===== src/include/priv_consts.svh =====
`ifndef PRIV_CONSTS_SVH
`define PRIV_CONSTS_SVH

// one-hot positions in pr_type
`define UOP_W               4
`define INS_CSR             0
`define INS_CACHE           1
`define INS_ERTN            2
`define INS_IDLE            3

// csr numbers, 14 bits
`define CSR_CRMD            14'h000
`define CSR_PRMD            14'h001
`define CSR_ERA             14'h006
`define CSR_SAVE0           14'h030
`define CSR_SAVE1           14'h031
`define CSR_SAVE2           14'h032
`define CSR_SAVE3           14'h033

// cacop codes in ins[4:3]
`define CACOP_STORE_TAG     2'd0
`define CACOP_IDX_INV       2'd1
`define CACOP_HIT_INV       2'd2

// cache geometry
`define CACHE_SETS          16
`define LINE_OFS_W          4

`endif


===== src/hw/priv_types_pkg.sv =====
`include "priv_consts.svh"

package priv_types_pkg;

    typedef logic [31:0] word_t;
    typedef logic [31:0] instr_t;
    typedef logic [`UOP_W-1:0] uop_t;
    typedef logic [13:0] csr_num_t;

    // one instruction in flight at a time
    typedef enum logic [3:0]
    {
        PR_INIT,
        PR_CSR,
        PR_CACOP_I_CALL,
        PR_CACOP_I_WAIT,
        PR_CACOP_D_CALL,
        PR_CACOP_D_WAIT,
        PR_ERTN,
        PR_IDLE_WAIT,
        PR_IDLE
    } pr_state_t;

endpackage


===== src/hw/cache_types_pkg.sv =====
`include "priv_consts.svh"

package cache_types_pkg;

    typedef logic [1:0] cacop_op_t;

    // addr = {tag, index, offset}
    typedef logic [$clog2(`CACHE_SETS)-1:0] cache_index_t;
    typedef logic [31-$clog2(`CACHE_SETS)-`LINE_OFS_W:0] cache_tag_t;

    typedef enum logic [1:0]
    {
        CM_IDLE,
        CM_READ,
        CM_WRITE
    } cm_state_t;

endpackage


===== src/hw/csr_file.sv =====
`timescale 1ns/1ns
`include "priv_consts.svh"

module csr_file
    import priv_types_pkg::*;
(
    input  logic     clk,
    input  logic     rstn,
    input  csr_num_t csr_addr,
    input  logic     csr_ren,
    input  logic     csr_wen,
    input  word_t    csr_wdata,
    input  logic     ertn_en,
    output word_t    csr_rdata,
    output word_t    crmd
);

    localparam word_t CRMD_MASK = 32'h0000_01ff;
    localparam word_t PRMD_MASK = 32'h0000_0007;
    localparam word_t FULL_MASK = 32'hffff_ffff;

    word_t crmd_q;
    word_t prmd_q;
    word_t era_q;
    word_t save_q [4];
    word_t rd_val;

    function automatic word_t merge(input word_t old_v, input word_t new_v, input word_t mask);
        return (old_v & ~mask) | (new_v & mask);
    endfunction

    always_comb
    begin
        case (csr_addr)
            `CSR_CRMD:  rd_val = crmd_q;
            `CSR_PRMD:  rd_val = prmd_q;
            `CSR_ERA:   rd_val = era_q;
            `CSR_SAVE0: rd_val = save_q[0];
            `CSR_SAVE1: rd_val = save_q[1];
            `CSR_SAVE2: rd_val = save_q[2];
            `CSR_SAVE3: rd_val = save_q[3];
            default:    rd_val = '0;   // unimplemented
        endcase
    end

    assign csr_rdata = csr_ren ? rd_val : '0;
    assign crmd      = crmd_q;

    always_ff @(posedge clk or negedge rstn)
    begin
        if (!rstn)
        begin
            crmd_q <= 32'h0000_0008;   // plv 0, da
            prmd_q <= '0;
            era_q  <= '0;
            for (int i = 0; i < 4; i++)
                save_q[i] <= '0;
        end
        else if (ertn_en)
            crmd_q[2:0] <= prmd_q[2:0];   // {pie, pplv} -> {ie, plv}
        else if (csr_wen)
        begin
            case (csr_addr)
                `CSR_CRMD:  crmd_q    <= merge(crmd_q, csr_wdata, CRMD_MASK);
                `CSR_PRMD:  prmd_q    <= merge(prmd_q, csr_wdata, PRMD_MASK);
                `CSR_ERA:   era_q     <= merge(era_q, csr_wdata, FULL_MASK);
                `CSR_SAVE0: save_q[0] <= merge(save_q[0], csr_wdata, FULL_MASK);
                `CSR_SAVE1: save_q[1] <= merge(save_q[1], csr_wdata, FULL_MASK);
                `CSR_SAVE2: save_q[2] <= merge(save_q[2], csr_wdata, FULL_MASK);
                `CSR_SAVE3: save_q[3] <= merge(save_q[3], csr_wdata, FULL_MASK);
                default:    era_q     <= era_q;
            endcase
        end
    end

    a_wen_with_ren: assert property (@(posedge clk) disable iff (!rstn)
        csr_wen |-> csr_ren);

endmodule


===== src/hw/cache_maint.sv =====
`timescale 1ns/1ns
`include "priv_consts.svh"

module cache_maint
    import cache_types_pkg::*;
#(
    parameter int SETS = `CACHE_SETS
)
(
    input  logic        clk,
    input  logic        rstn,
    input  logic        en,
    input  cacop_op_t   op,
    input  logic [31:0] vaddr,
    output logic        ready,
    output logic        done,
    output logic        idle,
    input  logic        fill_en,
    input  logic [31:0] fill_addr,
    input  logic [31:0] lookup_addr,
    output logic        hit
);

    cm_state_t    state;
    cacop_op_t    op_q;
    cache_index_t idx_q;
    cache_tag_t   tag_q;
    logic         match_q;
    logic         fill_ok;
    logic [SETS-1:0] valid;
    cache_tag_t   tags [SETS];

    function automatic cache_index_t idx_of(input logic [31:0] addr);
        return addr[`LINE_OFS_W +: $bits(cache_index_t)];
    endfunction

    function automatic cache_tag_t tag_of(input logic [31:0] addr);
        return addr[31 -: $bits(cache_tag_t)];
    endfunction

    assign idle    = (state == CM_IDLE);
    assign ready   = idle && en;
    assign done    = (state == CM_WRITE);
    assign fill_ok = fill_en && idle;   // fills during an op are dropped
    assign hit     = valid[idx_of(lookup_addr)] && (tags[idx_of(lookup_addr)] == tag_of(lookup_addr));

    always_ff @(posedge clk or negedge rstn)
    begin
        if (!rstn)
            state <= CM_IDLE;
        else
        begin
            case (state)
                CM_IDLE:  state <= en ? CM_READ : CM_IDLE;
                CM_READ:  state <= CM_WRITE;
                default:  state <= CM_IDLE;
            endcase
        end
    end

    // operation latched on accept
    always_ff @(posedge clk)
    begin
        if (ready)
        begin
            op_q  <= op;
            idx_q <= idx_of(vaddr);
            tag_q <= tag_of(vaddr);
        end
        if (state == CM_READ)
            match_q <= valid[idx_q] && (tags[idx_q] == tag_q);
    end

    always_ff @(posedge clk or negedge rstn)
    begin
        if (!rstn)
            valid <= '0;
        else if (fill_ok)
            valid[idx_of(fill_addr)] <= 1'b1;
        else if (state == CM_WRITE)
        begin
            case (op_q)
                `CACOP_STORE_TAG, `CACOP_IDX_INV: valid[idx_q] <= 1'b0;
                `CACOP_HIT_INV: valid[idx_q] <= valid[idx_q] && !match_q;
                default:        valid[idx_q] <= valid[idx_q];   // reserved code
            endcase
        end
    end

    always_ff @(posedge clk)
    begin
        if (fill_ok)
            tags[idx_of(fill_addr)] <= tag_of(fill_addr);
    end

    a_done_then_idle: assert property (@(posedge clk) disable iff (!rstn)
        done |=> idle);

endmodule


===== src/hw/priv_exec.sv =====
`timescale 1ns/1ns
`include "priv_consts.svh"

module priv_exec
    import priv_types_pkg::*;
    import cache_types_pkg::*;
(
    input  logic      clk,
    input  logic      rstn,
    input  logic      en,
    input  instr_t    ins,
    input  uop_t      pr_type,
    input  word_t     rj_data,
    input  word_t     rd_data,
    output logic      done,
    output word_t     rd_wdata,
    output csr_num_t  csr_addr,
    output word_t     csr_wdata,
    output logic      csr_wen,
    output logic      csr_ren,
    input  word_t     csr_rdata,
    output cacop_op_t cacop_op,
    output word_t     cacop_vaddr,
    output logic      cacop_i_en,
    output logic      cacop_d_en,
    input  logic      cacop_i_ready,
    input  logic      cacop_d_ready,
    input  logic      cacop_i_done,
    input  logic      cacop_d_done,
    output logic      ertn_en,
    input  logic      i_idle,
    input  logic      d_idle,
    output logic      block_cache,
    output logic      block_clock
);

    csr_num_t   csr_num;
    logic [4:0] rj;
    logic       is_xchg;
    logic       is_icache;
    logic       is_dcache;
    word_t      imm_ext;
    pr_state_t  state;
    pr_state_t  state_nxt;

    assign csr_num   = ins[23:10];
    assign rj        = ins[9:5];
    assign is_xchg   = |rj[4:1];       // rj >= 2
    assign is_icache = pr_type[`INS_CACHE] && (ins[2:0] == 3'd0);
    assign is_dcache = pr_type[`INS_CACHE] && (ins[2:0] == 3'd1);

    assign imm_ext     = {{20{ins[21]}}, ins[21:10]};
    assign cacop_vaddr = rj_data + imm_ext;
    assign cacop_op    = ins[4:3];

    always_ff @(posedge clk or negedge rstn)
    begin
        if (!rstn)
            state <= PR_INIT;
        else
            state <= state_nxt;
    end

    always_comb
    begin
        state_nxt = state;
        case (state)
            PR_INIT:
            begin
                if (en)
                begin
                    if (pr_type[`INS_CSR])
                        state_nxt = PR_CSR;
                    else if (is_icache)
                        state_nxt = PR_CACOP_I_CALL;
                    else if (is_dcache)
                        state_nxt = PR_CACOP_D_CALL;
                    else if (pr_type[`INS_IDLE])
                        state_nxt = PR_IDLE_WAIT;
                    else
                        state_nxt = PR_ERTN;   // ertn, bad cacop target, unknown
                end
            end
            PR_CACOP_I_CALL:
            begin
                if (cacop_i_ready)
                    state_nxt = PR_CACOP_I_WAIT;
            end
            PR_CACOP_I_WAIT:
            begin
                if (cacop_i_done)
                    state_nxt = PR_INIT;
            end
            PR_CACOP_D_CALL:
            begin
                if (cacop_d_ready)
                    state_nxt = PR_CACOP_D_WAIT;
            end
            PR_CACOP_D_WAIT:
            begin
                if (cacop_d_done)
                    state_nxt = PR_INIT;
            end
            PR_IDLE_WAIT:
            begin
                if (i_idle && d_idle)
                    state_nxt = PR_IDLE;
            end
            default:
                state_nxt = PR_INIT;   // csr, ertn, idle are single cycle
        endcase
    end

    always_comb
    begin
        csr_addr    = '0;
        csr_wdata   = '0;
        csr_wen     = 1'b0;
        csr_ren     = 1'b0;
        done        = 1'b0;
        ertn_en     = 1'b0;
        block_cache = 1'b0;
        block_clock = 1'b0;
        case (state)
            PR_INIT:
            begin
                if (en && pr_type[`INS_CSR])
                begin
                    csr_addr = csr_num;
                    csr_ren  = 1'b1;
                end
                else if (en && pr_type[`INS_IDLE])
                    block_cache = 1'b1;
            end
            PR_CSR:
            begin
                csr_addr  = csr_num;
                csr_ren   = 1'b1;
                csr_wen   = |rj;   // rj 0 is a plain read
                csr_wdata = is_xchg ? ((rd_data & rj_data) | (rd_wdata & ~rj_data)) : rd_data;
                done      = 1'b1;
            end
            PR_CACOP_I_WAIT:
                done = cacop_i_done;
            PR_CACOP_D_WAIT:
                done = cacop_d_done;
            PR_ERTN:
            begin
                ertn_en = pr_type[`INS_ERTN];
                done    = 1'b1;
            end
            PR_IDLE_WAIT:
                block_cache = 1'b1;
            PR_IDLE:
            begin
                block_cache = 1'b1;
                block_clock = 1'b1;
                done        = 1'b1;
            end
            default:
                done = 1'b0;
        endcase
    end

    // old csr value, returned to rd and used for the exchange mask
    always_ff @(posedge clk)
    begin
        if (state == PR_INIT && en && pr_type[`INS_CSR])
            rd_wdata <= csr_rdata;
    end

    always_ff @(posedge clk or negedge rstn)
    begin
        if (!rstn)
        begin
            cacop_i_en <= 1'b0;
            cacop_d_en <= 1'b0;
        end
        else
        begin
            cacop_i_en <= (state == PR_CACOP_I_CALL) && !cacop_i_ready;
            cacop_d_en <= (state == PR_CACOP_D_CALL) && !cacop_d_ready;
        end
    end

    a_no_done_in_init: assert property (@(posedge clk) disable iff (!rstn)
        (state == PR_INIT) |-> !done);

    a_one_cache_at_a_time: assert property (@(posedge clk) disable iff (!rstn)
        !(cacop_i_en && cacop_d_en));

endmodule


===== src/hw/priv_unit_top.sv =====
`timescale 1ns/1ns

module priv_unit_top
    import priv_types_pkg::*;
    import cache_types_pkg::*;
(
    input  logic   clk,
    input  logic   rstn,
    input  logic   en,
    input  instr_t ins,
    input  uop_t   pr_type,
    input  word_t  rj_data,
    input  word_t  rd_data,
    output logic   done,
    output word_t  rd_wdata,
    input  logic   ic_fill_en,
    input  word_t  ic_fill_addr,
    input  word_t  ic_lookup_addr,
    output logic   ic_hit,
    input  logic   dc_fill_en,
    input  word_t  dc_fill_addr,
    input  word_t  dc_lookup_addr,
    output logic   dc_hit,
    output word_t  crmd,
    output logic   block_cache,
    output logic   block_clock
);

    csr_num_t  csr_addr;
    word_t     csr_wdata;
    word_t     csr_rdata;
    logic      csr_wen;
    logic      csr_ren;
    logic      ertn_en;
    cacop_op_t cacop_op;
    word_t     cacop_vaddr;
    logic      cacop_i_en;
    logic      cacop_d_en;
    logic      cacop_i_ready;
    logic      cacop_d_ready;
    logic      cacop_i_done;
    logic      cacop_d_done;
    logic      i_idle;
    logic      d_idle;

    priv_exec priv_exec0
    (
        .clk(clk), .rstn(rstn), .en(en), .ins(ins), .pr_type(pr_type),
        .rj_data(rj_data), .rd_data(rd_data), .done(done), .rd_wdata(rd_wdata),
        .csr_addr(csr_addr), .csr_wdata(csr_wdata), .csr_wen(csr_wen),
        .csr_ren(csr_ren), .csr_rdata(csr_rdata),
        .cacop_op(cacop_op), .cacop_vaddr(cacop_vaddr),
        .cacop_i_en(cacop_i_en), .cacop_d_en(cacop_d_en),
        .cacop_i_ready(cacop_i_ready), .cacop_d_ready(cacop_d_ready),
        .cacop_i_done(cacop_i_done), .cacop_d_done(cacop_d_done),
        .ertn_en(ertn_en), .i_idle(i_idle), .d_idle(d_idle),
        .block_cache(block_cache), .block_clock(block_clock)
    );

    csr_file csr_file0
    (
        .clk(clk), .rstn(rstn), .csr_addr(csr_addr), .csr_ren(csr_ren),
        .csr_wen(csr_wen), .csr_wdata(csr_wdata), .ertn_en(ertn_en),
        .csr_rdata(csr_rdata), .crmd(crmd)
    );

    cache_maint icache_maint0
    (
        .clk(clk), .rstn(rstn), .en(cacop_i_en), .op(cacop_op), .vaddr(cacop_vaddr),
        .ready(cacop_i_ready), .done(cacop_i_done), .idle(i_idle),
        .fill_en(ic_fill_en), .fill_addr(ic_fill_addr),
        .lookup_addr(ic_lookup_addr), .hit(ic_hit)
    );

    cache_maint dcache_maint0
    (
        .clk(clk), .rstn(rstn), .en(cacop_d_en), .op(cacop_op), .vaddr(cacop_vaddr),
        .ready(cacop_d_ready), .done(cacop_d_done), .idle(d_idle),
        .fill_en(dc_fill_en), .fill_addr(dc_fill_addr),
        .lookup_addr(dc_lookup_addr), .hit(dc_hit)
    );

endmodule


===== config.mk =====
export PLATFORM = sky130hd
export DESIGN_NAME = priv_unit_top
export DESIGN_NICKNAME = d
export VERILOG_FILES = /design/src/hw/priv_types_pkg.sv /design/src/hw/cache_types_pkg.sv /design/src/hw/csr_file.sv /design/src/hw/cache_maint.sv /design/src/hw/priv_exec.sv /design/src/hw/priv_unit_top.sv
export VERILOG_INCLUDE_DIRS = /design/src /design/src/include
export SDC_FILE = /design/constraint.sdc
export NUM_CORES = 2
export LEC_CHECK = 0
export ABC_AREA = 1
export CAP_MARGIN = 20
export CELL_PAD_IN_SITES_DETAIL_PLACEMENT = 0
export CELL_PAD_IN_SITES_GLOBAL_PLACEMENT = 2
export CORE_UTILIZATION = 39
export CTS_CLUSTER_DIAMETER = 40
export DETAILED_ROUTE_END_ITERATION = 10
export DONT_BUFFER_PORTS = 1
export PLACE_DENSITY = 0.8
export SYNTH_ARGS = -nofsm -noshare
export SYNTH_HDL_FRONTEND = slang
export SYNTH_HIERARCHICAL = 1
export SYNTH_SLANG_ARGS = --single-unit

===== constraint.sdc =====
create_clock -name clk -period 3.7 [get_ports clk]
set_input_delay 0.37 -clock clk [delete_from_list [all_inputs] [get_ports clk]]
set_output_delay 0.37 -clock clk [all_outputs]
set_load 0.05 [all_outputs]

**After elaboration in Yosys (flattened, before gate mapping)**

Memories as Yosys holds them, arrays and structs flattened. A register that Yosys moved wholly into a read port is not among the register bits.
Index checks and enable logic that the tools add are counted.

- Register bits: 360
- RAM bits: 768
- Input port bits: 233
- Output and inout port bits: 69
- Word-level logic and storage cells: 200
- Memories: 2

- $add $sub $neg: 1
- Order comparisons: 10
- Equality and inequality tests: 33
- Muxes and demuxes: 64
- Bitwise gates (word level): 13
- Reductions and logical operators: 53

Memories:

| name | words | width | rd ports | clocked after memory_dff | write ports | RTL line | source |
|---|---|---|---|---|---|---|---|
| dcache_maint0.tags | 16 | 24 | 2 | 1 | 1 | cache_maint.sv:31 | `cache_tag_t tags [SETS];` |
| icache_maint0.tags | 16 | 24 | 2 | 1 | 1 | cache_maint.sv:31 |  |

Operator list:

| operator | number |
|---|---|
| case mux 32 bit (7 select lines) | 1 |
| equality test 24 bit | 4 |
| AND 32 bit | 2 |
| bitwise mux 16 bit | 4 |
| 2-to-1 mux 16 bit | 4 |
| 2-to-1 mux 32 bit | 2 |
| case mux 16 bit (2 select lines) | 2 |
| equality test 14 x 6 -> 1 bit (second input constant) | 4 |
| 2-to-1 mux 4 bit | 11 |
| adder 32 bit | 1 |
| AND 16 bit | 2 |
| NOT 16 bit | 2 |
| NOT 32 bit | 1 |
| OR 16 bit | 2 |
| OR 32 x 3 -> 32 bit | 1 |
| OR 32 bit | 1 |
| OR 32 x 9 -> 32 bit | 1 |
| < comparator 4 x 5 -> 1 bit (second input constant) | 6 |
| case mux 14 bit (2 select lines) | 1 |
| case mux 4 bit (6 select lines) | 1 |
| logical AND 1 bit | 23 |
| 2-to-1 mux 1 bit | 21 |
| AND reduction 3 bit | 7 |
| binary-select mux 1 bit (select 4 bit) | 4 |
| other kinds (31) | 66 |

**Longest topological paths before layout**

- Word-level depth: 9
- Depth in mapped cells: 20
- Gate-level depth less buffers: 17

**Modules after synthesis**

The synthesis kept the hierarchy.

By module, submodules not included:

| module | instances | cells each | area each (um^2) |
|---|---|---|---|
| cache_maint (dcache_maint0) | 1 | 2,784 | 23,573.9 |
| cache_maint (icache_maint0) | 1 | 2,812 | 23,498.8 |
| csr_file | 1 | 1,036 | 8,336.7 |
| priv_exec | 1 | 782 | 4,563.1 |

**Worst setup path before layout**

No wires, ideal clock.

- Path type: reg-to-reg
- Start point: reg icache_maint0.state[0]
- End point: reg icache_maint0.valid[15]
- Library setup time: 0.092 ns
- Arrival: 2.914 ns
- Required time: 3.608 ns
- Path slack: 0.694 ns
- Cell stages (with the launch flop): 7
- Path through: dfrtp_1 -> nor2_1 -> nand2_1 -> buf_2 -> nor3_1 -> a2111oi_0 -> a22oi_1

- Cells in the longest elaborated chain, start to end: 3

Ends and longest elaborated chain:

| what | RTL line | source |
|---|---|---|
| from (decl) | cache_maint.sv:24 | `cm_state_t state;` |
| from (signal assigned) | cache_maint.sv:54 | `CM_IDLE: state <= en ? CM_READ : CM_IDLE;` |
| zero test 2 bit * | cache_maint.sv:41 | `assign idle = (state == CM_IDLE);` |
| net i_idle | priv_unit_top.sv:43 | `logic i_idle;` |
| logical AND 1 bit * | cache_maint.sv:44 | `assign fill_ok = fill_en && idle;` |
| 2-to-1 mux 16 bit / nonzero test 2 bit (equally long branches) | n/a |  |
| to (signal, indexed assignment) | cache_maint.sv:84 | `` `CACOP_HIT_INV: valid[idx_q] <= valid[idx_q] && !match_q; `` |
| to (signal, indexed assignment) | cache_maint.sv:85 | `default: valid[idx_q] <= valid[idx_q];` |
| to (decl) | cache_maint.sv:30 | `logic [SETS-1:0] valid;` |

Mark *: on every way through the listed nets, which the timed path passes. The rest lies on a longest branch.
A chain may end at the register's enable or synchronous reset.

==> metrics.json <==
{
  "run_status": {
    "status": "finished with violations",
    "violations": "hold timing"
  },
  "pwr": {
    "power.share.clock": 0.397,
    "power-per-cell-area_nw_per_um2": 670,
    "cell_internal_pwr_mw": 29.8,
    "combinationalPowerShare": 0.288,
    "p_leak_nw": 30.7,
    "power.total_mw": 47.1,
    "total_switching_power_mw": 17.3,
    "p_seq_frac": 0.315,
    "fraction_of_power_spent_switching_nets": 0.367,
    "vdd_ir_drop_max_mv": 0.577
  },
  "final_layout": {
    "fin_cells": 9689,
    "drive_gt1_frac": 0.0832,
    "final_util": 0.462,
    "flow.area_growth_from_synthesis_pct": 17.3,
    "fin_nets": 7736,
    "post-route-cell-area_um2": 70300
  },
  "timing": {
    "max_slew.worst_pin.slew_ns": 1.06,
    "layout_setup_ws_ns": 0.148,
    "finalCritPeriodShare": 0.960,
    "slew_viol_final": 0,
    "finalSetupViolations": 0,
    "number_of_hold_violations_in_the_final_report": 214,
    "clock-skew-final_ns": 0.0408,
    "timing.final.crit_period_ns": 3.55,
    "finalHoldWorstSlack_ns": -0.750,
    "fin_setup_tns_ns": 0,
    "slew-limit-headroom": 0.289,
    "fmax_mhz": 282,
    "unrepaired_setup_endpoints_after_global_routing": "false"
  },
  "clock_tree": {
    "cts.clk_slew.worst_paths_ns": 0.05,
    "cts.path.max_buffers": 3,
    "clk_latency_ns": 0.83,
    "clock_tree_from_tritoncts": "done",
    "cts_setup_buffers": 0,
    "post_cts_resized": 0,
    "cts_inserted_buffers": 199,
    "clk_root_buffer_cell": "sky130_fd_sc_hd__clkbuf_16",
    "clkSinkCount": 1084,
    "htreeDepth": 4,
    "cts_hold_repair.buffers": 129
  },
  "floorplanning": {
    "dieArea_um2": 155000,
    "dieWidth_um": 394,
    "start_util": 0.394,
    "io-pin-count": 302,
    "die_h_um": 394,
    "num_rows": 143,
    "core-area_um2": 152000
  },
  "critical_path": {
    "worst_r2r_endpoint": "csr_file0/crmd[1]",
    "cp-start-kind": "flip-flop",
    "timing.rr.start": "priv_exec0/state[1]",
    "timing.setup.critical_path_class": "reg2out",
    "crit_path_max_incr_delay_ns": 0.40,
    "cp_num_buf_inv": 1,
    "arrival_ns": 3.18,
    "critPathMostFrequentCell": "sky130_fd_sc_hd__nand2_1",
    "reg2regPathDepth": 11,
    "path_max_fanout": 2,
    "worst_path_dominant_cell_family": "simple AND/OR/NAND/NOR gates",
    "critPathSlowestCell": "sky130_fd_sc_hd__edfxtp_1",
    "path_cells": "o211ai_1, nand3_1, nand3_1, nand2_1, nand2_1, nand2_1, nor2_1, nand2_1, nor2_1, nand2_1, nor2_1, buf_4",
    "cp-end-kind": "output pin",
    "setup.reg_to_reg.worst_slack_ns": 0.26,
    "cp.required_ns": 3.33
  },
  "detailed_routing": {
    "drt-wirelength-per-cell_um": 22.3,
    "first_iter_violations": 4506,
    "via_count": 51335,
    "drt-pass1-iter-count": 6,
    "drc": 0,
    "finalWirelength_mm": 216,
    "route.detailed.vias_per_inst": 5.30,
    "ant_nets_after_route": 0
  },
  "grt": {
    "first_global_vias": 48786,
    "grt.overflow.total": 0,
    "track_usage": 0.274,
    "grt_max_degree": 288,
    "initial_antenna_violation_count": 19,
    "grt_first_pass_wirelength_mm": 319
  },
  "job": {
    "drv.max_cap_violation_count": 0
  },
  "place": {
    "dp_hpwl_mm": 129,
    "place.gp.congestion": 0.845,
    "pre_cts_ws_ns": 0.310,
    "post-place-cells": 9171,
    "post_dp_cell_area_um2": 62100,
    "port-buffer-count": 0
  },
  "synthesis": {
    "syn-instance-count": 7412,
    "yosys_warnings": 6,
    "postSynthAreaPerCell_um2": 8.09,
    "syn_area_um2": 60000
  },
  "min_path": {
    "timing.hold.worst.class": "in2async"
  }
}
==> cell usage in the layout (no fill, tap or decap), types with 33 or more instances in the layout <==
cell type / instances
sky130_fd_sc_hd__nor2_4: 41
sky130_fd_sc_hd__nor2_1: 405
sky130_fd_sc_hd__inv_1: 972
sky130_fd_sc_hd__clkinv_2: 39
sky130_fd_sc_hd__or2_2: 33
sky130_fd_sc_hd__o21ai_0: 178
sky130_fd_sc_hd__nand2_1: 2218
sky130_fd_sc_hd__dfrtp_1: 213
sky130_fd_sc_hd__o211ai_1: 212
sky130_fd_sc_hd__nor3_1: 72
sky130_fd_sc_hd__clkbuf_16: 203
sky130_fd_sc_hd__dlygate4sd3_1: 129
sky130_fd_sc_hd__a21oi_1: 68
sky130_fd_sc_hd__edfxtp_1: 862
sky130_fd_sc_hd__nand3_1: 1341
sky130_fd_sc_hd__buf_4: 102
sky130_fd_sc_hd__o21ai_1: 108
sky130_fd_sc_hd__buf_12: 33
==> layer usage <==
metal	global-route usage	routed length, µm	vias up
met5	0	82	-
met4	0.0860	5710	12
met3	0.0532	16700	341
met2	0.435	99200	1930
met1	0.375	94700	24484
li1	-	-	24568
==> area by class of cell <==
| type | count | area [µm²] |
|---|---|---|
| fill | 14789 | 81900 |
| sequential | 1084 | 31400 |
| multi-input combinational | 4918 | 22900 |
| clock buffer | 234 | 5290 |
| inverter | 1003 | 3780 |
| timing repair buffer | 265 | 2730 |
| tap | 2030 | 2540 |
| clock inverter | 143 | 1670 |
| antenna | 12 | 30.0 |
==> sequential cells by signal, summed over array words and instances (netlist names), 2 cells and up, named ones only <==
signal               flops
dcache_maint0/tags     384
icache_maint0/idx_q      4
priv_exec0/rd_wdata     32
dcache_maint0/valid     16
priv_exec0/state         4
dcache_maint0/idx_q      4
csr_file0/prmd_q         3
csr_file0/save_q       128
icache_maint0/op_q       2
dcache_maint0/op_q       2
icache_maint0/tag_q     24
dcache_maint0/tag_q     24
csr_file0/crmd           9
icache_maint0/tags     384
icache_maint0/valid     16
csr_file0/era_q         32
icache_maint0/state      2
dcache_maint0/state      2
==> worst max path at each step <==
stage                                     startpoint  cells after the start                 endpoint  slack [ns]
final                     dcache_maint0/tags[14][18]                     12                   dc_hit        0.15
after global routing      dcache_maint0/tags[15][18]                     14                   dc_hit        0.04
after CTS                 dcache_maint0/tags[14][18]                     12                   dc_hit        0.07
after detailed placement         priv_exec0/state[0]                     15    csr_file0/save_q[121]        0.31
after global placement           priv_exec0/state[2]                     16    csr_file0/save_q[116]        0.40
after floorplan               icache_maint0/state[0]                      6  icache_maint0/valid[15]        0.69
==> power groups by stage <==
stage	registers [mW]	clock network [mW]	logic, mW
after floorplan	14.7	0	9.14
after detailed placement	15.1	0	13.1
final	14.9	18.7	13.6
after global placement	15.1	0	13.0
after global routing	14.9	19.5	14.8
after CTS	14.9	19.0	13.5
Note: power is estimated with default switching activity, not from simulation.
